--- src/common/pipeline_settings.svh ---
`ifndef PIPELINE_SETTINGS_SVH
`define PIPELINE_SETTINGS_SVH

// ----------------------------------------
// datapath sizes
// ----------------------------------------

// data word width
`define PIPE_DATA_W 32

// register address, 32 registers
`define PIPE_REG_W 5

// instruction memory, word addressed
`define PIPE_IMEM_WORDS 64

// data memory, byte address with the low two bits dropped
`define PIPE_DMEM_WORDS 64

`endif

--- src/common/pipelinePkg.sv ---
`include "pipeline_settings.svh"

package pipelinePkg;

    typedef enum logic [5:0] {
        OP_RTYPE = 6'h00,
        OP_ADDI  = 6'h08,
        OP_LW    = 6'h23,
        OP_SW    = 6'h2b,
        OP_HALT  = 6'h3f
    } opcode_e;

    typedef enum logic [5:0] {
        FN_ADD = 6'h20,
        FN_SUB = 6'h22,
        FN_AND = 6'h24,
        FN_OR  = 6'h25,
        FN_SLT = 6'h2a
    } func_e;

    // ----------------------------------------
    // instruction formats
    // ----------------------------------------
    typedef struct packed {
        opcode_e                opcode;
        logic [`PIPE_REG_W-1:0] rs;
        logic [`PIPE_REG_W-1:0] rt;
        logic [`PIPE_REG_W-1:0] rd;
        logic [4:0]             shamt;  // not used by this core
        func_e                  func;
    } rType_t;

    typedef struct packed {
        opcode_e                opcode;
        logic [`PIPE_REG_W-1:0] rs;
        logic [`PIPE_REG_W-1:0] rt;
        logic [15:0]            imm;
    } iType_t;

    typedef union packed {
        rType_t rType;
        iType_t iType;
    } instrWord_u;

    typedef enum logic [2:0] {
        ALU_ADD,
        ALU_SUB,
        ALU_AND,
        ALU_OR,
        ALU_SLT
    } aluOp_e;

    typedef struct packed {
        logic   regWrite;
        logic   mem2reg;    // write back load data
        logic   memRead;
        logic   memWrite;
        logic   aluSrcImm;  // operand B from immediate
        logic   regDst;     // rd instead of rt
        aluOp_e aluOp;
        logic   halt;
    } ctrlFlags_t;

    typedef enum logic [1:0] {
        FWD_NONE,
        FWD_MEM,
        FWD_WB
    } fwdSel_e;

    // ----------------------------------------
    // stage registers
    // ----------------------------------------
    typedef struct packed {
        ctrlFlags_t              ctrl;
        logic [`PIPE_DATA_W-1:0] opA;
        logic [`PIPE_DATA_W-1:0] opB;
        logic [`PIPE_DATA_W-1:0] imm;
        logic [`PIPE_REG_W-1:0]  rs;
        logic [`PIPE_REG_W-1:0]  rt;
        logic [`PIPE_REG_W-1:0]  dest;
    } idExBus_t;

    typedef struct packed {
        ctrlFlags_t              ctrl;
        logic [`PIPE_DATA_W-1:0] aluResult;
        logic [`PIPE_DATA_W-1:0] storeData;
        logic [`PIPE_REG_W-1:0]  dest;
    } exMemBus_t;

    typedef struct packed {
        logic                    valid;
        logic [`PIPE_REG_W-1:0]  dest;
        logic [`PIPE_DATA_W-1:0] data;
    } wbBus_t;

endpackage

--- src/design/memoryStage.sv ---
`timescale 1ns/10ps
`include "pipeline_settings.svh"

module memoryStage (
    input  logic                    clk,
    input  logic                    i_reset,
    input  pipelinePkg::exMemBus_t  i_exMem,
    output pipelinePkg::wbBus_t     o_writeBack,
    output logic                    o_memWrite,
    output logic [7:0]              o_dataAddr,
    output logic [`PIPE_DATA_W-1:0] o_data2mem,
    output logic                    o_end
);

    localparam int wordW = $clog2(`PIPE_DMEM_WORDS);

    logic [`PIPE_DATA_W-1:0] dataMem [`PIPE_DMEM_WORDS];
    logic [wordW-1:0]        wordIdx;
    logic [`PIPE_DATA_W-1:0] loadData;

    // MEM/WB contents
    logic                    wbValid;
    logic                    wbMem2reg;
    logic [`PIPE_REG_W-1:0]  wbDest;
    logic [`PIPE_DATA_W-1:0] wbLoad;
    logic [`PIPE_DATA_W-1:0] wbAlu;

    assign wordIdx  = i_exMem.aluResult[wordW+1:2];   // byte offset ignored
    assign loadData = dataMem[wordIdx];

    always_ff @(posedge clk) begin
        if (i_exMem.ctrl.memWrite)
            dataMem[wordIdx] <= i_exMem.storeData;
    end

    // store bus, visible in the write cycle
    assign o_memWrite = i_exMem.ctrl.memWrite;
    assign o_dataAddr = i_exMem.aluResult[7:0];
    assign o_data2mem = i_exMem.storeData;

    // ----------------------------------------
    // MEM/WB register and end flag
    // ----------------------------------------
    always_ff @(posedge clk) begin
        if (i_reset) begin
            wbValid <= 1'b0;
            o_end   <= 1'b0;
        end else begin
            wbValid <= i_exMem.ctrl.regWrite && (i_exMem.dest != '0);
            if (i_exMem.ctrl.halt)
                o_end <= 1'b1;  // held until reset
        end
    end

    always_ff @(posedge clk) begin
        wbMem2reg <= i_exMem.ctrl.mem2reg;
        wbDest    <= i_exMem.dest;
        wbLoad    <= loadData;
        wbAlu     <= i_exMem.aluResult;
    end

    assign o_writeBack.valid = wbValid;
    assign o_writeBack.dest  = wbDest;
    assign o_writeBack.data  = wbMem2reg ? wbLoad : wbAlu;

endmodule

--- config.mk ---
export PLATFORM = sky130hd
export DESIGN_NAME = memoryStage
export DESIGN_NICKNAME = d
export VERILOG_FILES = /design/src/common/pipelinePkg.sv /design/src/design/memoryStage.sv
export VERILOG_INCLUDE_DIRS = /design/src /design/src/common
export SDC_FILE = /design/constraint.sdc
export NUM_CORES = 2
export LEC_CHECK = 0
export ABC_CLOCK_PERIOD_IN_PS = 4100
export BUFFER_PORTS_ARGS = -buffer_cell sky130_fd_sc_hd__buf_2
export CAP_MARGIN = 20
export CORE_ASPECT_RATIO = 1.2
export CORE_UTILIZATION = 28
export CTS_BUF_LIST = sky130_fd_sc_hd__clkbuf_8
export CTS_CLUSTER_DIAMETER = 100
export DETAILED_ROUTE_END_ITERATION = 8
export PLACE_DENSITY_LB_ADDON = 0.1
export SLEW_MARGIN = 20
export SYNTH_ARGS = -nofsm -noshare
export SYNTH_HDL_FRONTEND = slang
export SYNTH_SLANG_ARGS = --single-unit
--- constraint.sdc ---
create_clock -name clk -period 4.1 [get_ports clk]
set_clock_uncertainty 0.1 [all_clocks]
set_input_delay 0.205 -clock clk [delete_from_list [all_inputs] [get_ports clk]]
set_output_delay 0.205 -clock clk [all_outputs]
set_load 0.01 [all_outputs]
Yosys cells after proc, flatten, opt, wreduce, memory -nomap -nowiden

Memories as Yosys holds them, arrays and structs flattened. A register that Yosys moved wholly into a read port is not among the register bits.
Cells that the tools add are included.

$add $sub $neg: 0
Multiply operators: 0
Div/mod/pow operators: 0
Order comparisons: 0
Eq/ne operators: 0
Shift operators: 0
Muxes and demuxes: 3
Bitwise gates (word level): 0
Reduce and logical (&&, ||, !) cells: 2

Operators with widths:

| operator            | count |
|---|---|
| $mux W32            | 1 |
| $reduce_bool A5 Y1  | 1 |
| $mux W1             | 2 |
| $logic_and A1 B1 Y1 | 1 |

Bits in registers: 40
Bits in latches: 0
Bits in writable memories: 2,048
Bits in read-only memories: 0
Input port bits: 81
Word-level logic and storage cells: 11
Memories kept: 1

Memories:

| name    | depth | bits a word | read ports | clocked after memory_dff | write ports | RTL line          | source |
|---|---|---|---|---|---|---|---|
| dataMem | 64    | 32          | 1          | 1                        | 1           | memoryStage.sv:17 | `` logic [`PIPE_DATA_W-1:0] dataMem [`PIPE_DMEM_WORDS]; `` |

Longest topological paths before layout

Depth after elaboration: 2
Gate-level depth with buffers: 11
Gate-level depth less buffers: 6

Worst setup path after synthesis

Ideal clock, no wire load.

Kind: input to register
Start: input port i_exMem[41] (netlist bit)
End: memory dataMem[12][0] (netlist bit) (enable)
Setup time: 0.421 ns
Data arrival time: 2.923 ns
Data required time: 3.579 ns
Slack: 0.656 ns
Stages: 9
Path buffers: 7
Cells stage by stage: buf_6 buf_6 buf_6 buf_4 buf_4 buf_2 buf_2 nand3_1 nor2_1

RTL lines:

| what        | RTL line          | source |
|---|---|---|
| from (decl) | memoryStage.sv:7  | `input pipelinePkg::exMemBus_t i_exMem,` |
| to (decl)   | memoryStage.sv:17 |  |

Straight into the memory's write port.

==> metrics.cfg <==
[run_status]
status = complete, no violations

[die]
rows = 214
io_pins = 161
initial_core_util_pct = 28.13
die-area_um2 = 286200
die_x_um = 488.5
coreArea_um2 = 282800
die-height_um = 585.8

[sta]
fmax_mhz = 299.8
rsz0062_at_grt = no
setup_violations = 0
worst_pin_slew_ps = 1117
hold_ws_ps = 86.35
slew_headroom_pct = 24.97
fin_crit_ps = 3336
maxSlewViolCount = 0
hold_violations = 0
finalCritPeriodShare_pct = 81.36
timing.setup.tns_ps = 0

[worst_setup_path]
arrival_ps = 4050
rr_worst_depth = 8
cp-start-kind = input pin
cp.required_ps = 4810
critPathKind = in2reg
crit_path_max_fanout = 33
worst_setup_path_end_kind = flip-flop

[synth]
synthCells = 4529
synth_top_area_share_pct = 77.33
synth.avg_cell_area_um2 = 17.56
synth_nets = 4610
synth_top_area_cell = edfxtp_1
netlist_top_cells_area = edfxtp_1 (77%), a221oi_1 (5.0%), a22oi_1 (3.7%)
ys_seq_elements = 2120
yosysSeqAreaShare_pct = 79.14
yosysUniqueCellTypes = 65
synth-main-ff-cell = edfxtp_1
netlist_area_um2 = 79530
synth_edf_count = 2048
yosysWarnings = 0
async_flop_share_pct = 0

[final_layout]
syn2layout_area_growth_pct = 19.48
layout-drive-gt1-share_pct = 22.41
finish.net_count = 5239
regArea_um2 = 62940
multi_input_area_um2 = 15160
fin_cells = 9230
fillers = 27540

[clock_network]
cts_max_level = 5
cts_root_buf = clkbuf_8
clock-sinks = 2120
cts_tree = built
path_clk_slew_ps = 60
insertion_delay_ps = 1020
clockBufferDepth = 4
cts-buffers-inserted = 372
cts_setup_buffers = 0

[detailed_routing]
drt-vias-per-instance = 5.215
routed_wl_um = 313000
firstDrtPassIters = 6
num_vias = 48140
first_iter_violations = 4374
final_antenna_net_count = 0
drc_errors = 0
wire_per_inst_um = 33.91

[power]
leakagePower_uw = 0.03014
power_density_nw_per_um2 = 470.9
ir_drop_mv = 0.2515

[global_routing]
grt_pass1_wl_um = 423000
grt_pass1_vias = 48720
grt_max_degree = 99
antenna_found_initial = 19
grt-ovfl-total = 0
globalRouteTotalUtil_pct = 21.50

[hold_path]
hp-class = in2reg
hold_depth = 2

[job]
cap_violations = 0

[place]
gp_congestion = 0.7794
place_inst = 8452
place_hpwl_um = 188000
portBuffers = 154

[worst max-delay path, stage by stage]
cell and delay (ps):
dlygate4sd3_1 570, buf_8 360, buf_4 340, or4_1 750, o22ai_1 150, nor3_1 930
and3_1 470, nand4_1 170
[cell type report]
type                    count  area share [%]
multi-input cells        2014           15.96
clock buffers             389           5.634
repair buffers            645           5.932
diodes                     16         0.04214
well taps                3780           4.977
flip-flops and latches   2120           66.24
inverters                   5         0.03029
clock inverters           261           1.182
[sequential cells by signal, summed over array words and instances (netlist names)]
name / cells
wbLoad: 32
wbMem2reg: 1
wbAlu: 32
o_end: 1
wbDest: 5
dataMem: 2048
wbValid: 1
[routing by layer]
metal	share of wire, %	routed length, µm	track usage (%)
met1	43	136100	28.60
met2	50	155200	36.71
met3	4.7	14640	2.980
met4	2.3	7097	5.368
met5	0	0	0
[per-stage QoR]
stage / area, µm² / setup slack (ps) / total power, µW / util, %
after floorplan: 79530 / 656.1 / 25700 / -
after global placement: 87350 / 610.5 / 27400 / 30.89
after detailed placement: 87380 / 570.4 / 27420 / 30.90
after CTS: 94980 / 837.1 / 45290 / 33.59
after global routing: 95000 / 878.8 / 46260 / 33.60
final: 95020 / 764.4 / 44740 / 33.61
[synth_stat cells, types with 8 or more instances]
cell type,number
edfxtp_1,2048
a221oi_1,456
a22oi_1,391
nor2_1,239
buf_2,157
o22ai_1,149
mux2_2,140
o21ai_0,122
clkbuf_1,101
nand2_1,100
dfxtp_1,72
buf_4,60
a21oi_1,59
buf_1,54
mux2i_1,50
nand3_1,49
nor3_1,30
nand4_1,23
a221o_1,20
buf_6,18
nor4_1,14
mux4_2,13
or3_1,13
a31oi_1,10
or4_1,10
a22o_1,9
nand4b_1,8
nor2b_1,8
[where the power goes]
| part | internal [µW] | leakage [µW] | total [µW] | switching, µW |
|---|---|---|---|---|
| clock network | 8830 | 0.00380 | 17700 | 8890 |
| logic | 876 | 0.00731 | 2950 | 2080 |
| registers | 24000 | 0.0190 | 24100 | 104 |
[final timing paths]
path,start,endpoint,slack (ps)
worst min register to register,dataMem[38][21],wbLoad[21],560
worst max-delay path,i_exMem[40],wbLoad[14],760
worst max register to register,dataMem[33][0],wbLoad[0],1500
worst min-delay path,i_exMem[24],dataMem[2][19],90
[cells by family after synthesis]
family	count (synthesis)	share of synthesized area, %
flops	2120	79.14
compound gates	1285	12.23
simple gates	519	2.962
buf+inv	395	2.564
mux	210	3.107
[cell usage in the layout, fill, tap and decap left out, types with 138 or more instances in the layout]
cell type	n
a221oi_1	456
a22oi_1	391
mux2_2	140
clkbuf_8	389
inv_1	138
edfxtp_1	2048
o22ai_1	149
buf_4	311
buf_2	150
nor2_1	170
[repair_timing]
action,4_1_cts,5_1_grt
hold buffers,112,0
resized for setup,0,0
hold endpoints to repair,1602,0
Power figures use the tool's default switching activity.
