<file path="src/common/pipeline_settings.svh">
`ifndef PIPELINE_SETTINGS_SVH
`define PIPELINE_SETTINGS_SVH

// ----------------------------------------
// datapath sizes
// ----------------------------------------

// data word width
`define PIPE_DATA_W 32

// register address, 32 registers
`define PIPE_REG_W 5

// instruction memory, word addressed
`define PIPE_IMEM_WORDS 64

// data memory, byte address with the low two bits dropped
`define PIPE_DMEM_WORDS 64

`endif

</file>
<file path="src/common/pipelinePkg.sv">
`include "pipeline_settings.svh"

package pipelinePkg;

    typedef enum logic [5:0] {
        OP_RTYPE = 6'h00,
        OP_ADDI  = 6'h08,
        OP_LW    = 6'h23,
        OP_SW    = 6'h2b,
        OP_HALT  = 6'h3f
    } opcode_e;

    typedef enum logic [5:0] {
        FN_ADD = 6'h20,
        FN_SUB = 6'h22,
        FN_AND = 6'h24,
        FN_OR  = 6'h25,
        FN_SLT = 6'h2a
    } func_e;

    // ----------------------------------------
    // instruction formats
    // ----------------------------------------
    typedef struct packed {
        opcode_e                opcode;
        logic [`PIPE_REG_W-1:0] rs;
        logic [`PIPE_REG_W-1:0] rt;
        logic [`PIPE_REG_W-1:0] rd;
        logic [4:0]             shamt;  // not used by this core
        func_e                  func;
    } rType_t;

    typedef struct packed {
        opcode_e                opcode;
        logic [`PIPE_REG_W-1:0] rs;
        logic [`PIPE_REG_W-1:0] rt;
        logic [15:0]            imm;
    } iType_t;

    typedef union packed {
        rType_t rType;
        iType_t iType;
    } instrWord_u;

    typedef enum logic [2:0] {
        ALU_ADD,
        ALU_SUB,
        ALU_AND,
        ALU_OR,
        ALU_SLT
    } aluOp_e;

    typedef struct packed {
        logic   regWrite;
        logic   mem2reg;    // write back load data
        logic   memRead;
        logic   memWrite;
        logic   aluSrcImm;  // operand B from immediate
        logic   regDst;     // rd instead of rt
        aluOp_e aluOp;
        logic   halt;
    } ctrlFlags_t;

    typedef enum logic [1:0] {
        FWD_NONE,
        FWD_MEM,
        FWD_WB
    } fwdSel_e;

    // ----------------------------------------
    // stage registers
    // ----------------------------------------
    typedef struct packed {
        ctrlFlags_t              ctrl;
        logic [`PIPE_DATA_W-1:0] opA;
        logic [`PIPE_DATA_W-1:0] opB;
        logic [`PIPE_DATA_W-1:0] imm;
        logic [`PIPE_REG_W-1:0]  rs;
        logic [`PIPE_REG_W-1:0]  rt;
        logic [`PIPE_REG_W-1:0]  dest;
    } idExBus_t;

    typedef struct packed {
        ctrlFlags_t              ctrl;
        logic [`PIPE_DATA_W-1:0] aluResult;
        logic [`PIPE_DATA_W-1:0] storeData;
        logic [`PIPE_REG_W-1:0]  dest;
    } exMemBus_t;

    typedef struct packed {
        logic                    valid;
        logic [`PIPE_REG_W-1:0]  dest;
        logic [`PIPE_DATA_W-1:0] data;
    } wbBus_t;

endpackage

</file>
<file path="src/design/fetchStage.sv">
`timescale 1ns/10ps
`include "pipeline_settings.svh"

module fetchStage (
    input  logic                                clk,
    input  logic                                i_reset,
    input  logic                                i_we_IF,
    input  logic [$clog2(`PIPE_IMEM_WORDS)-1:0] i_instAddr,
    input  logic [`PIPE_DATA_W-1:0]             i_instructionData,
    input  logic                                i_stall,
    input  logic                                i_halted,
    output pipelinePkg::instrWord_u             o_ifId,
    output logic                                o_ifIdValid
);

    localparam int addrW = $clog2(`PIPE_IMEM_WORDS);

    logic [`PIPE_DATA_W-1:0] instMem [`PIPE_IMEM_WORDS];
    logic [addrW-1:0]        pc;
    logic                    advance;

    assign advance = !i_we_IF && !i_halted && !i_stall;

    // program load port
    always_ff @(posedge clk) begin
        if (i_we_IF)
            instMem[i_instAddr] <= i_instructionData;
    end

    // ----------------------------------------
    // pc and IF/ID
    // ----------------------------------------
    always_ff @(posedge clk) begin
        if (i_reset) begin
            pc          <= '0;
            o_ifIdValid <= 1'b0;
        end else if (i_we_IF) begin
            pc          <= '0;  // restart from word 0 after loading
            o_ifIdValid <= 1'b0;
        end else if (i_halted) begin
            o_ifIdValid <= 1'b0;
        end else if (!i_stall) begin
            pc          <= pc + addrW'(1);
            o_ifIdValid <= 1'b1;
        end
    end

    always_ff @(posedge clk) begin
        if (advance)
            o_ifId <= instMem[pc];
    end

endmodule

</file>
<file path="config.mk">
export PLATFORM = sky130hd
export DESIGN_NAME = fetchStage
export DESIGN_NICKNAME = d
export VERILOG_FILES = /design/src/common/pipelinePkg.sv /design/src/design/fetchStage.sv
export VERILOG_INCLUDE_DIRS = /design/src /design/src/common
export SDC_FILE = /design/constraint.sdc
export NUM_CORES = 2
export LEC_CHECK = 0
export BUFFER_PORTS_ARGS = -buffer_cell sky130_fd_sc_hd__buf_2
export CAP_MARGIN = 0
export CORE_ASPECT_RATIO = 1.75
export CORE_MARGIN = 2
export CORE_UTILIZATION = 40
export DETAILED_ROUTE_END_ITERATION = 6
export GPL_TIMING_DRIVEN = 0
export PLACE_DENSITY = 0.67
export SYNTH_ARGS = -nofsm -noshare
export SYNTH_HDL_FRONTEND = slang
export SYNTH_SLANG_ARGS = --single-unit
</file>
<file path="constraint.sdc">
create_clock -name clk -period 5 [get_ports clk]
set_input_delay 1.5 -clock clk [delete_from_list [all_inputs] [get_ports clk]]
set_output_delay 1.5 -clock clk [all_outputs]
set_load 0.005 [all_outputs]
</file>
Yosys cells after proc, flatten, opt, wreduce, memory -nomap -nowiden

Memories as Yosys holds them, arrays and structs flattened. A register that Yosys moved wholly into a read port is not among the register bits.
Cells that the tools add are included.

Flip-flop bits (word level): 7
Memory bits (writable): 2048
Memories kept: 1

$add $sub $neg: 1
Mux-type cells: 2
Bitwise operators: 2
Reduce and logical (&&, ||, !) cells: 8

Memories:

| memory  | words | bits a word | read ports | clocked after Yosys merged registers in | wr ports | RTL line         | RTL |
|---|---|---|---|---|---|---|---|
| instMem | 64    | 32          | 1          | 1                                       | 1        | fetchStage.sv:18 | `` logic [`PIPE_DATA_W-1:0] instMem [`PIPE_IMEM_WORDS]; `` |

Operator list:

| kind                | count |
|---|---|
| $add 6x1->6 const B | 1 |
| $logic_not 1->1     | 3 |
| $reduce_or 3->1     | 1 |
| $logic_and 1x1->1   | 2 |
| $mux 1              | 2 |
| $not 1->1           | 2 |
| $reduce_and 2->1    | 1 |
| $reduce_or 2->1     | 1 |

Longest topological paths before layout

Word-level depth: 3
Mapped depth: 10

Least setup slack after synthesis

Ideal clock, no wire load.

Path type: in2reg
Start: in i_instAddr[5]
End: mem instMem[36][0] (netlist name), enable pin
Setup time: 0.461 ns
Arrival: 4.405 ns
Data required time: 4.539 ns
Path slack: 0.134 ns
Stages: 4
Buffers on the path: 1
Cell sequence: clkbuf_1 nor4bb_1 nand2_1 nor3_1

RTL lines:

| element     | RTL line         | RTL |
|---|---|---|
| from (decl) | fetchStage.sv:8  | `` input logic [$clog2(`PIPE_IMEM_WORDS)-1:0] i_instAddr, `` |
| to (decl)   | fetchStage.sv:18 |  |

No word-level cell before the write port.

==> qor.txt <==
status: finished, violations left
failing checks: DRC, capacitance limit, slew limit
Critical Path AT: 5.39 ns
Mapped Avg Cell Area: 23.0 um2
vias in the first global route: 40602
global route overflow: 0
endpoints failing setup: 0
met1 wire length: 80200 um
top layer in use: met5
I/O Pins: 76
Port Buffers: 70
RSZ-0062 raised after global routing: false
Initial Util: 40.1%
Core Rows: 217
Post-Synth XOR/XNOR Area: 0.0549%
setup ws final: 0.0713 ns
DRC: 1
Slew @ Worst Pin: 1.57 ns
Max Freq: 0.203 GHz
Critical Path Most Common Cell: buf_2
Largest stage delay, worst path: 1.03 ns
die area: 203000 um2
simple-gate share of the synthesized area: 1.15%
relative slew slack: -4.70%
fill count: 16054
Main synth FF type: edfxtp_1
Syn Nets: 3512
Tmin final: 4.93 ns
drt pass-1 iters: 7
clk_lat worst skew: 0.85 ns
crit path cell chain: buf_2 > inv_2 > buf_2 > buf_2 > clkbuf_1 > mux2i_1 > o221ai_1 > o21ai_0
met2 WL post-DR: 126000 um
CP Launch Type: register
largest family of logic cells by synthesized area: multiplexers
Place WS: 0.356 ns
Worst path top cell family by delay: buffers and inverters
Crit. End Element: register
core area: 199000 um2
Post-CTS Resized: 0
initial antenna violation count: 26
max-slew violation count: 46
H-tree lvl count: 4
number of flops mapped to enable cells by yosys: 2080
GP Congestion: 0.950
Setup CP Type: reg2reg
Chip Height: 595 um
vias per std cell: 6.26
Reg clk slew, reported paths: 0.07 ns
first-pass GRT wire length: 346000 um
Cell variety after synth: 53
Fin Clk Skew: 0.0460 ns
post-synthesis mux area share: 16.5%
sequential area share after synthesis: 78.4%
Synth-to-Final Area Change: 14.5%
routed len/inst: 39.2 um
Critical path buffers and inverters: 5
Crit-path slowest cell: clkbuf_1
Clock Tree Root: clkbuf_16
Synth Register Bits: 2087
Post-Synth Adder-Cell Area: 0.0157%
fin crit share: 98.6%
layout net count: 3860
Fin. Hold Viols: 0
final WL: 258000 um
Critical Path Fanout Max: 10
share of cells above drive strength 1: 27.7%
GRT Overall Usage: 25.3%
Worst IR Drop VDD: 0.000238 V
Async S/R FF share, synth: 0%
CTS sink count: 2087
Die W: 342 um
Total Power: 34.1 mW
Compound-Gate Fraction of Synth Area: 2.40%
Finished Core Util: 45.9%
synthesized instance count: 3468
met3 WL: 26900 um
via count: 41302
Worst Path Required: 5.46 ns
HPWL after detailed placement: 170000 um
Power Dens Cells: 373 nW/um2
worst hold path class: reg2reg
CTS Buf Count: 184
Synthesis Warnings: 0
Hold-fix buffers, CTS: 0
Iter 0 DRT Violations: 6489
Leak: 27.2 nW
ANT nets after route: 0
Syn Std Cell Area: 79800 um2
TritonCTS clock tree: built
Setup Fix Bufs, Post-CTS: 0
max-cap viol count: 2
largest net degree at the start of global routing: 65
Max clock buf depth: 4
==> through the flow <==
step           cell area (um2)  setup TNS (ns)  hold WS, ns  cells
5_1_grt                  91300               0        0.526   6579
3_5_place_dp             85700               0        0.507   6257
2_1_floorplan            79800               0        0.492   3468
3_3_place_gp             83500        -3342.05        0.504   6166
4_1_cts                  91300               0        0.521   6576
6_report                 91400               0        0.518   6594
==> cells in the mapped netlist (all sizes together), types with 3 or more instances <==
master	instances	area, um2
nand3	19	95.1
o21ai	17	85.1
a221oi	16	140
buf	132	891
nor2b	16	100
o211ai	22	165
clkbuf	64	240
mux4	477	10700
a211o	20	175
edfxtp	2080	62500
a31oi	5	31.3
dfxtp	7	140
o22ai	41	257
nor3	8	40.0
xnor2	4	35.0
a221o	17	170
mux2i	212	2120
a211oi	3	22.5
a21oi	22	110
nand3b	5	41.3
o311ai	3	26.3
o31ai	12	90.1
nand2b	3	18.8
o32a	4	40.0
a2111oi	8	70.1
mux2	29	327
o221ai	40	350
nor2	112	420
inv	4	15.0
nand2	27	101
a22oi	16	120
==> where the power goes <==
part,switching [mW],internal [mW]
Sequential,0.0281,19.4
Clock,6.34,7.39
Combinational,0.691,0.286
Total,7.05,27.0
==> state kept, by name, indices dropped and copies added (netlist names) <==
signal,cells
o_ifIdValid,1
o_ifId,32
pc,6
instMem,2048
==> path summary, 6_finish.rpt <==
kind               startpoint     endpoint  slack, ns  depth (start not counted)
setup / recovery        pc[3]    o_ifId[8]       0.07                          8
hold / removal    o_ifIdValid  o_ifIdValid       0.52                          2
setup reg to reg        pc[3]    o_ifId[8]       0.07                          8
hold reg to reg   o_ifIdValid  o_ifIdValid       0.52                          2
==> routing by layer <==
layer | GRT usage [%] | vias up
li1 | - | 15526
met1 | 28.4 | 21715
met2 | 41.9 | 3153
met3 | 5.78 | 892
met4 | 19.1 | 16
met5 | 0.0239 | -
==> kinds of logic (layout without fill, tap and decap cells) <==
kind of cell               after synthesis  in the layout
adders and majority gates                1              1
other                                    0             17
and+or+nand+nor                        203            203
DFF                                   2087           2087
buffers and inverters                  201            682
AOI/OAI and AO/OA                      253            253
xor gates and xnor gates                 5              5
muxes                                  718            718
==> layout by cell type, fill, tap and decap left out, drive strengths merged, types with 6 or more instances in the layout <==
cell and count:
clkinv 66, nor3 8, mux4 477, clkbuf 295
edfxtp 2080, o22ai 41, nand2 27, a221o 17
diode 17, o221ai 40, dfxtp 7, bufinv 10
o31ai 12, buf 294, a221oi 16, a21oi 22
nand3 19, clkinvlp 6, a211o 20, mux2 29
a22oi 16, inv 11, o211ai 22, mux2i 212
o21ai 17, nor2b 16, nor2 112, a2111oi 8
==> final cells by class <==
class                      count  area (um2)  area share [%]
tap                         2628        3290            3.60
clock buffer                 231        4840            5.30
buffer                       196        1130            1.24
clock inverter                88         729           0.798
sequential                  2087       62600            68.5
timing repair buffer         162        2150            2.36
inverter                       5        18.8          0.0205
antenna                       17        42.5          0.0466
multi-input combinational   1180       16600            18.1
==> worst register-to-register path, stage by stage (launching register included) <==
cell      delay (ns)
dfxtp_1         0.29
buf_2           0.18
inv_2           0.38
buf_2           0.73
buf_2           0.70
clkbuf_1        1.06
mux2i_1         0.50
o221ai_1        0.37
o21ai_0         0.32
Note: power is estimated with default switching activity, not from simulation.
