`src/common/pipeline_settings.svh`:
```
`ifndef PIPELINE_SETTINGS_SVH
`define PIPELINE_SETTINGS_SVH

// ----------------------------------------
// datapath sizes
// ----------------------------------------

// data word width
`define PIPE_DATA_W 32

// register address, 32 registers
`define PIPE_REG_W 5

// instruction memory, word addressed
`define PIPE_IMEM_WORDS 64

// data memory, byte address with the low two bits dropped
`define PIPE_DMEM_WORDS 64

`endif

```
`src/common/pipelinePkg.sv`:
```
`include "pipeline_settings.svh"

package pipelinePkg;

    typedef enum logic [5:0] {
        OP_RTYPE = 6'h00,
        OP_ADDI  = 6'h08,
        OP_LW    = 6'h23,
        OP_SW    = 6'h2b,
        OP_HALT  = 6'h3f
    } opcode_e;

    typedef enum logic [5:0] {
        FN_ADD = 6'h20,
        FN_SUB = 6'h22,
        FN_AND = 6'h24,
        FN_OR  = 6'h25,
        FN_SLT = 6'h2a
    } func_e;

    // ----------------------------------------
    // instruction formats
    // ----------------------------------------
    typedef struct packed {
        opcode_e                opcode;
        logic [`PIPE_REG_W-1:0] rs;
        logic [`PIPE_REG_W-1:0] rt;
        logic [`PIPE_REG_W-1:0] rd;
        logic [4:0]             shamt;  // not used by this core
        func_e                  func;
    } rType_t;

    typedef struct packed {
        opcode_e                opcode;
        logic [`PIPE_REG_W-1:0] rs;
        logic [`PIPE_REG_W-1:0] rt;
        logic [15:0]            imm;
    } iType_t;

    typedef union packed {
        rType_t rType;
        iType_t iType;
    } instrWord_u;

    typedef enum logic [2:0] {
        ALU_ADD,
        ALU_SUB,
        ALU_AND,
        ALU_OR,
        ALU_SLT
    } aluOp_e;

    typedef struct packed {
        logic   regWrite;
        logic   mem2reg;    // write back load data
        logic   memRead;
        logic   memWrite;
        logic   aluSrcImm;  // operand B from immediate
        logic   regDst;     // rd instead of rt
        aluOp_e aluOp;
        logic   halt;
    } ctrlFlags_t;

    typedef enum logic [1:0] {
        FWD_NONE,
        FWD_MEM,
        FWD_WB
    } fwdSel_e;

    // ----------------------------------------
    // stage registers
    // ----------------------------------------
    typedef struct packed {
        ctrlFlags_t              ctrl;
        logic [`PIPE_DATA_W-1:0] opA;
        logic [`PIPE_DATA_W-1:0] opB;
        logic [`PIPE_DATA_W-1:0] imm;
        logic [`PIPE_REG_W-1:0]  rs;
        logic [`PIPE_REG_W-1:0]  rt;
        logic [`PIPE_REG_W-1:0]  dest;
    } idExBus_t;

    typedef struct packed {
        ctrlFlags_t              ctrl;
        logic [`PIPE_DATA_W-1:0] aluResult;
        logic [`PIPE_DATA_W-1:0] storeData;
        logic [`PIPE_REG_W-1:0]  dest;
    } exMemBus_t;

    typedef struct packed {
        logic                    valid;
        logic [`PIPE_REG_W-1:0]  dest;
        logic [`PIPE_DATA_W-1:0] data;
    } wbBus_t;

endpackage

```
`src/design/pipelineControl.sv`:
```
`timescale 1ns/10ps
`include "pipeline_settings.svh"

module pipelineControl (
    input  logic                    clk,
    input  logic                    i_reset,
    input  pipelinePkg::instrWord_u i_ifId,
    input  logic                    i_ifIdValid,
    input  pipelinePkg::idExBus_t   i_idEx,
    input  pipelinePkg::exMemBus_t  i_exMem,
    input  pipelinePkg::wbBus_t     i_writeBack,
    output pipelinePkg::ctrlFlags_t o_ctrl,
    output logic                    o_stall,
    output pipelinePkg::fwdSel_e    o_fwdA,
    output pipelinePkg::fwdSel_e    o_fwdB,
    output logic                    o_halted
);

    logic usesRs;
    logic usesRt;
    logic loadHazard;
    logic memFwdOk;
    logic haltSeen;

    // ----------------------------------------
    // instruction decode
    // ----------------------------------------
    always_comb begin
        o_ctrl = '0;    // unknown opcode runs as a nop
        usesRs = 1'b0;
        usesRt = 1'b0;
        if (i_ifIdValid) begin
            case (i_ifId.rType.opcode)
                pipelinePkg::OP_RTYPE: begin
                    usesRs = 1'b1;
                    usesRt = 1'b1;
                    o_ctrl.regDst = 1'b1;
                    o_ctrl.regWrite = 1'b1;
                    case (i_ifId.rType.func)
                        pipelinePkg::FN_ADD: o_ctrl.aluOp = pipelinePkg::ALU_ADD;
                        pipelinePkg::FN_SUB: o_ctrl.aluOp = pipelinePkg::ALU_SUB;
                        pipelinePkg::FN_AND: o_ctrl.aluOp = pipelinePkg::ALU_AND;
                        pipelinePkg::FN_OR:  o_ctrl.aluOp = pipelinePkg::ALU_OR;
                        pipelinePkg::FN_SLT: o_ctrl.aluOp = pipelinePkg::ALU_SLT;
                        default:             o_ctrl.regWrite = 1'b0;  // bad func
                    endcase
                end
                pipelinePkg::OP_ADDI: begin
                    usesRs = 1'b1;
                    o_ctrl.regWrite = 1'b1;
                    o_ctrl.aluSrcImm = 1'b1;
                end
                pipelinePkg::OP_LW: begin
                    usesRs = 1'b1;
                    o_ctrl.regWrite = 1'b1;
                    o_ctrl.mem2reg = 1'b1;
                    o_ctrl.memRead = 1'b1;
                    o_ctrl.aluSrcImm = 1'b1;
                end
                pipelinePkg::OP_SW: begin
                    usesRs = 1'b1;
                    usesRt = 1'b1;  // store data
                    o_ctrl.memWrite = 1'b1;
                    o_ctrl.aluSrcImm = 1'b1;
                end
                pipelinePkg::OP_HALT: o_ctrl.halt = 1'b1;
                default: ;
            endcase
        end
    end

    // load in EX feeding the instruction in ID
    assign loadHazard = i_idEx.ctrl.memRead && (i_idEx.dest != '0) &&
                        ((usesRs && i_idEx.dest == i_ifId.rType.rs) ||
                         (usesRt && i_idEx.dest == i_ifId.rType.rt));
    assign o_stall = loadHazard;

    // ----------------------------------------
    // forwarding, EX/MEM wins over MEM/WB
    // ----------------------------------------
    assign memFwdOk = i_exMem.ctrl.regWrite && (i_exMem.dest != '0);

    always_comb begin
        o_fwdA = pipelinePkg::FWD_NONE;
        o_fwdB = pipelinePkg::FWD_NONE;
        if (memFwdOk && i_exMem.dest == i_idEx.rs)
            o_fwdA = pipelinePkg::FWD_MEM;
        else if (i_writeBack.valid && i_writeBack.dest == i_idEx.rs)
            o_fwdA = pipelinePkg::FWD_WB;
        if (memFwdOk && i_exMem.dest == i_idEx.rt)
            o_fwdB = pipelinePkg::FWD_MEM;
        else if (i_writeBack.valid && i_writeBack.dest == i_idEx.rt)
            o_fwdB = pipelinePkg::FWD_WB;
    end

    // sticky once a halt leaves decode
    always_ff @(posedge clk) begin
        if (i_reset)
            haltSeen <= 1'b0;
        else if (o_ctrl.halt && !o_stall)
            haltSeen <= 1'b1;
    end

    assign o_halted = haltSeen | o_ctrl.halt;   // stop fetch in the same cycle

endmodule

```
`config.mk`:
```
export PLATFORM = sky130hd
export DESIGN_NAME = pipelineControl
export DESIGN_NICKNAME = d
export VERILOG_FILES = /design/src/common/pipelinePkg.sv /design/src/design/pipelineControl.sv
export VERILOG_INCLUDE_DIRS = /design/src /design/src/common
export SDC_FILE = /design/constraint.sdc
export NUM_CORES = 1
export LEC_CHECK = 0
export ABC_AREA = 1
export BUFFER_PORTS_ARGS = -buffer_cell sky130_fd_sc_hd__buf_2
export CAP_MARGIN = 25
export CORE_AREA = 2 2 113 115
export DETAILED_ROUTE_END_ITERATION = 8
export DIE_AREA = 0 0 115 117
export GPL_ROUTABILITY_DRIVEN = 0
export HOLD_SLACK_MARGIN = 0.12
export SLEW_MARGIN = 10
export SYNTH_ARGS = -nofsm -noshare
export SYNTH_HDL_FRONTEND = slang
export SYNTH_SLANG_ARGS = --single-unit
```
`constraint.sdc`:
```
create_clock -name clk -period 1.1 [get_ports clk]
set_input_delay 0.11 -clock clk [delete_from_list [all_inputs] [get_ports clk]]
set_output_delay 0.11 -clock clk [all_outputs]
set_load 0.01 [all_outputs]
```
After elaboration in Yosys (flattened, before gate mapping)
Cells that the tools add are included.

storage, ports and cells
  bits in registers = 1
  input bits = 273
  output and inout bits = 16
  logic and storage cells = 54

cells by class
  eq/ne operators = 15
  multiplexer cells = 17
  bitwise logic cells = 1
  reductions and logical operators = 20

operators with widths
  kind                number
  $eq 6x6->1 const B  8
  $eq 5x5->1          6
  $pmux 3 s4          1
  $logic_and 1x1->1   10
  $mux 10             1
  $mux 2              5
  $reduce_bool 5->1   2
  $mux 1              8
  $eq 6x4->1 const B  1
  $logic_not 6->1     1
  $reduce_or 5->1     1
  $mux 4              1
  $reduce_or 2->1     2
  $reduce_or 4->1     1
  $reduce_or 3->1     1
  $pmux 1 s2          1
  $logic_not 1->1     1
  $logic_or 1x1->1    1
  $or 1x1->1          1

Depth between registers and ports, before layout
Gate-level depths: netlist of run 1.

  word-level depth = 9
  mapped depth = 8
  mapped depth without buffers = 8

Worst setup path before layout of run 1
No wires, ideal clock.

  path kind = in2out
  start point = in i_ifId[5] (netlist name)
  end point = out o_ctrl[9] (netlist name)
  arrival time = 0.795 ns
  data required time = 0.990 ns
  path slack = 0.195 ns
  cell stages on the path = 7
  path buffers = 0
  cells stage by stage = inv_1 -> nor2_1 -> nor3b_1 -> nand3_2 -> nand2_2 -> inv_2 -> nand2_1

RTL lines
  item             line                   text
  start, declared  pipelineControl.sv:7   input pipelinePkg::instrWord_u i_ifId,
  end, declared    pipelineControl.sv:12  output pipelinePkg::ctrlFlags_t o_ctrl,

==> run summary, run 1 <==
The number of flip-flops in the largest register came out at 1. For this block, the initial DRC count from the detailed router was 39. The Yosys warning count came out at 0. At the worst endpoint, the required time is 990 ps. The post-layout net count is 514. The net count after synthesis is 432. The register bank with the most flops is haltSeen. Measured on the finished design, the core utilization comes to 0.135. The number of placement rows is 41. The via count is 1,202. In this run the static leakage power is 0.000841 uW. The synthesis-to-layout area growth came out at 101%. The post-synthesis area per instance came out at 5.22 sq um.

The register-to-register setup slack came out at 570 ps. The fraction of layout instances using a drive strength above 1 is 0.498. After clock tree synthesis, the clock-pin slew on the worst setup and hold paths is 0 ps.

The first-pass iteration count of the detailed router came out at 4. The placeable core region came out at 12,300 sq um. The checks that failed: negative setup slack.

The largest registers in the layout are haltSeen: 1 flops. Summing every instance area after synthesis gives 830 sq um. The fmax is 873 MHz. The top-level I/O count came out at 289.

Data arrives at the worst endpoint at 1040 ps. Synthesis produced a netlist whose cell count is 159. The total half-perimeter wirelength after legalization and detailed placement came out at 2700 um. The flop and latch count out of synthesis came out at 1. The hold violation total from the final report came out at 0.

The worst-case hold slack came out at 273 ps. Setup slack on the critical path of the routed design comes to -46.0 ps. The largest fanout of any net on the critical path is 5.

The detail-routed net length per standard cell is 8.25 um. The final critical-path share of the clock period came out at 1.04. The overall track demand over capacity in global routing is 0.0404. Counting distinct cell types in the post-synthesis netlist gives 26. Entering global routing, the biggest net connects 7 pins. Of the post-synthesis cell area, the part taken by muxes is 0. The number of nets still failing antenna checks after routing is 0.

The critical path is of the in2out type. The largest individual stage delay along the critical path comes from the cell sky130_fd_sc_hd__buf_4. The floorplan step defined a die boundary enclosing 13,500 sq um. Setup repair after global routing could not meet its margin everywhere. The adder and majority cell fraction of the synthesized area is 0. The synthesized-area fraction occupied by and/or/nand/nor cells came out at 0.560. For this configuration, the core starts out at a cell density of 0.0674. The count of final max-slew check failures is 0. The worst-case IR drop observed on VDD is 0.000120 V. The count of final setup violators is 3. The part of the Yosys area used for sequential elements is 0.0241. The power density over the cells is 298 nW/um^2.

The total DRC errors in the routed layout came out at 0. The x dimension of the die is 115 um. Summing all placed instances gives a cell area of 1380 sq um. The relative slew slack is 0.787. The final worst clock skew came out at 0 ps.

The tightest min-delay check is of the in2reg type. The count of buffers inserted at the top-level ports is 68. In this run the vertical extent of the chip is 117 um. For the pin with the worst max-slew slack, the measured transition is 318 ps. STA classifies the critical path endpoint as an output pin. The minimum clock period came out at 1150 ps. The filler cell count came out at 1,439. The global route total overflow is 0. Traced cell by cell, the critical path runs through buf_8 -> nor2_4 -> buf_6 -> nand4_4 -> buf_4 -> nor3_1 -> buf_2.

The clock latency reported for the late side of the worst-skew pair came out at 0 ps. The per-cell via count in the routed design is 3.09. The largest single stage delay on the critical path is 170 ps. The area fraction in compound gates after synthesis is 0.121. The via count of the first global-routing pass came to 1,019. The final layout contains routed wiring with a total length of 3210 um. STA classifies the critical path startpoint as a primary input.

With fillers left out, the area of the finished cells amounts to 1670 sq um. By area, the combinational part of the netlist is dominated by simple AND/OR/NAND/NOR gates. The number of maximum-capacitance violations came out at 0. Of the total synthesized cell area, the portion taken by XOR and XNOR cells is 0.148.

The number of antenna violations at the first check in global routing is 0. The wire length of the first global-routing pass came out at 4550 um. The flow ran to the end, but the final reports show violations.

The total inserted antenna cells came out at 0.
-- report_power, final --
| part | total (uW) | leakage (uW) | switching [uW] | internal [uW] |
|---|---|---|---|---|
| logic | 460 | 0.000833 | 230 | 230 |
| registers | 37.4 | 0.00000806 | 0.0692 | 37.3 |
| clock network | 0 | 0 | 0 | 0 |
| total | 497 | 0.000841 | 230 | 268 |
-- layout by cell type, fill, tap and decap left out, drive strengths merged --
cell     netlist  final
nand4          6      6
a21boi         2      2
xnor2          8      8
inv           30     30
nand2         46     46
o31ai          1      1
buf            1     81
nor4           2      2
nor3           3      3
o21ai          7      7
nor2          29     29
xor2           6      6
a2bb2oi        1      1
nand3          9      9
nor3b          1      1
a21oi          6      6
dfxtp          1      1
-- final cells by class --
cell class	count	area [sq um]	share of cell area
inverters	30	118	0.0706
repair buffers	81	562	0.337
flip-flops and latches	1	20.0	0.0120
multi-input cells	127	779	0.468
well taps	150	188	0.113
-- cell usage after synthesis, drive strengths merged --
cell type | n | area share
a2bb2oi | 1 | 0.011
dfxtp | 1 | 0.024
xor2 | 6 | 0.063
o31ai | 1 | 0.0091
inv | 30 | 0.14
nand2 | 46 | 0.21
nor3 | 3 | 0.018
a21oi | 6 | 0.036
nand3 | 9 | 0.072
buf | 1 | 0.0091
xnor2 | 8 | 0.084
nor3b | 1 | 0.0091
nand4 | 6 | 0.063
a21boi | 2 | 0.018
nor4 | 2 | 0.015
nor2 | 29 | 0.17
o21ai | 7 | 0.047
-- critical path, delay by kind of cell --
kind,cells,cell delay (ps)
buffers and inverters,4,540
and+or+nand+nor,3,380
-- cells by family (layout without fill, tap and decap cells) --
group / count (synthesis) / in the layout
simple gates: 96 / 96
buf+inv: 31 / 111
flops: 1 / 1
compound gates: 17 / 17
xor+xnor: 14 / 14
-- path summary, 6_finish.rpt --
path	startpoint	to	cells past startpoint
worst max-delay path	i_ifId[31]	o_ctrl[2]	7
worst min-delay path	i_reset	haltSeen$_SDFFE_PP0P_	2
worst max register to register	haltSeen$_SDFFE_PP0P_	haltSeen$_SDFFE_PP0P_	2
worst min register to register	haltSeen$_SDFFE_PP0P_	haltSeen$_SDFFE_PP0P_	2
-- metrics by stage --
| stage | power [uW] | std cells | setup slack, ps | setup TNS (ps) |
|---|---|---|---|---|
| after floorplan | 211 | 159 | 195 | 0 |
| after global placement | 398 | 380 | -241 | -241 |
| after detailed placement | 398 | 380 | -225 | -278 |
| after CTS | 451 | 386 | -67.0 | -120 |
| after global routing | 547 | 389 | -119 | -460 |
| final | 497 | 389 | -46.0 | -101 |
-- repair_timing --
item                       4_1_cts  5_1_grt
hold buffers                     0        0
pin swaps                       20       21
setup endpoints to repair        2       11
gates resized for setup         32       27
setup buffers                    6        4
-- per-layer routing --
layer	GRT usage	vias up	part of all wire
met5	0	-	0
met4	0	0	0
met3	0.00463	0	0.072
met2	0.0714	48	0.49
met1	0.0564	496	0.44
li1	-	658	-
Note: power is estimated with default switching activity, not from simulation.
==> inputs of run 2 (changes only) <==
- SETUP_SLACK_MARGIN: default -> 0.4
==> run summary, run 2 (synthesis results as in run 1) <==
The setup TNS after final layout came out at 0 ps. The count of final max-slew check failures is 0. The first global-routing pass estimated 4430 um of wire. The fraction of layout instances using a drive strength above 1 came out at 0.574. 0 antenna diodes ended up in the layout. The largest stage delay on the critical path came out at 160 ps.

The combinational group share of total power is 0.935. The count of buffers inserted at the top-level ports is 68. The number of flip-flops in the largest register is 1. For the final database, setup skew stands at 0 ps. The minimum clock period is 1090 ps.

The power density over the cells is 301 nW/um^2. The synthesis-to-layout area growth is 129%. The most critical setup path has its startpoint at i_ifId[26].

The timing endpoint of the critical path is o_ctrl[9]. The via count is 1,221. The data required time at the worst endpoint is 990 ps. The detailed-route wire length is 3410 um.

The overall track demand over capacity in global routing came out at 0.0405. The startpoint identified for the worst register-to-register timing path is haltSeen$_SDFFE_PP0P_. In the final layout, the multi-input gates occupy 892 sq um. The global route total overflow came out at 0. Clock-pin slew was measured on the worst setup and hold paths at 0 ps. The switching component of the power is 253 uW. The part of the total power dissipated in the clock network is 0. Summed over all nets, the half-perimeter wirelength after detailed placement is 2720 um.

The sequential cells in the finished layout cover a total of 20.0 sq um. Across the run, the number of max-cap violations was 0. The worst setup slack after layout is 11.3 ps. Dividing the detail-routed wire length by the instance count gives 8.81 um. STA classifies the critical path endpoint as an output pin.

The relative slew slack is 0.791. The setup slack at placement came out at -62.1 ps. Clock latency on the worst-skew pair, taken at its later pin, is 0 ps. The final critical-path share of the clock period came out at 0.990. The register-to-register setup slack is 570 ps. The total DRC errors in the routed layout came out at 0. The static power due to leakage came out at 0.000916 uW. The switching share of power came out at 0.442. The x dimension of the die came out at 115 um. The per-cell via count in the routed design is 3.16. Fill cells in the final layout number 1,446.

The hold violation total from the final report is 0. Setup repair after global routing could not meet its margin everywhere. The first routing iteration left 35 violations. The maximum number of pins on one net before global-route repair is 6. The via count of the first global-routing pass came out at 1,060. The register bank with the most flops is haltSeen. The startpoint class of the critical path is a primary input.

By startpoint and endpoint, the worst setup path is classified as in2out. The fmax came out at 918 MHz. The register share of total power came out at 0.065. Among all stages on the critical path, the largest delay is contributed by sky130_fd_sc_hd__nor2_4. The number of placement rows came out at 41. The library cell used most frequently in the layout, excluding fill and tap cells, is sky130_fd_sc_hd__nand2_1. Among the stages of the critical path, the cell type that occurs most often is sky130_fd_sc_hd__nand2_2. Pin placement for this block handled 289 I/O pins. The die covers 13,500 sq um. The placeable core region came out at 12,300 sq um. The pre-antenna-repair detailed-routing pass consisted of 2 iterations.

The transition time at the pin with the least slew margin is 310 ps. The class of the worst hold path is in2reg. The worst register-to-register path ends at haltSeen$_SDFFE_PP0P_. The largest fanout of any net on the critical path is 5. The height of the die came out at 117 um. The cell-internal power came out at 319 uW. The post-layout net count is 512.

The count of nets left with antenna violations once routing finished came out at 0. Leaving out fill and tap cells, the most frequent cells in the layout are sky130_fd_sc_hd__nand2_1, sky130_fd_sc_hd__buf_2, sky130_fd_sc_hd__buf_6. The run finished with clean final reports.

The worst path arrival time came out at 980 ps. The count of final setup violators is 0. Measured in cells, the most critical reg-to-reg path has a length of 2.

The number of antenna violations at the first check in global routing was 0. The peak supply drop is 0.000137 V. The final core utilization is 0.154. The signal on the critical path passes through buf_8 -> nor2_4 -> nand4_4 -> inv_4 -> nand3_2 -> nand2_2 -> inv_2 -> nand2_2 -> buf_6. In the final layout, the registers with the most flip-flops are haltSeen: 1 flops.

For this configuration, the core starts out at a cell density of 0.0674.
[run 2: cell count changes in the layout (fill, tap and decap cells not counted), sizes merged]
cell | before | now
buf | 81 | 78
clkbuf | 0 | 1
[run 2: layer usage]
metal / vias to the layer above / part of all wire / GRT usage
met4: 0 / 0 / 0
met1: 520 / 0.38 / 0.0475
met5: - / 0 / 0
li1: 650 / - / -
met2: 51 / 0.55 / 0.0835
met3: 0 / 0.077 / 0.00412
[run 2: worst min path at each step]
stage          startpoint                     to  slack, ps  cells after the start
6_report          i_reset  haltSeen$_SDFFE_PP0P_        270                      2
3_3_place_gp      i_reset  haltSeen$_SDFFE_PP0P_        270                      2
3_5_place_dp      i_reset  haltSeen$_SDFFE_PP0P_        270                      2
4_1_cts           i_reset  haltSeen$_SDFFE_PP0P_        270                      2
5_1_grt           i_reset  haltSeen$_SDFFE_PP0P_        290                      2
2_1_floorplan     i_reset  haltSeen$_SDFFE_PP0P_        180                      1
[run 2: stage by stage]
step | cells | total power, uW | area (sq um) | hold slack (ps)
after floorplan | 159 | 223 | 882 | 179
after global placement | 384 | 415 | 1460 | 269
after detailed placement | 384 | 414 | 1460 | 274
after CTS | 386 | 487 | 1680 | 275
after global routing | 387 | 615 | 1900 | 288
final | 387 | 572 | 1900 | 271
[run 2: cell type report]
cell class	instances	area share
multi-input combinational	127	0.470
timing repair buffer	79	0.357
sequential	1	0.0106
inverter	30	0.0633
tap	150	0.0989
[run 2: power by group through the flow]
stage / registers (uW) / logic, uW / clock network (uW)
floorplan: 37.3 / 186 / 0
global placement: 37.3 / 378 / 0
detailed placement: 37.4 / 377 / 0
CTS: 37.4 / 450 / 0
global route: 37.4 / 578 / 0
finish: 37.4 / 534 / 0
[run 2: timing repair]
item | in CTS | in global routing
setup buffers | 2 | 1
pin swaps | 30 | 34
resized for setup | 52 | 52
setup endpoints to repair | 17 | 17
hold buffers | 0 | 0
[run 2: worst max-delay path: cells and delay by family]
| family | cells | cell delay [ps] |
|---|---|---|
| buf+inv | 4 | 330 |
| simple gates | 5 | 530 |
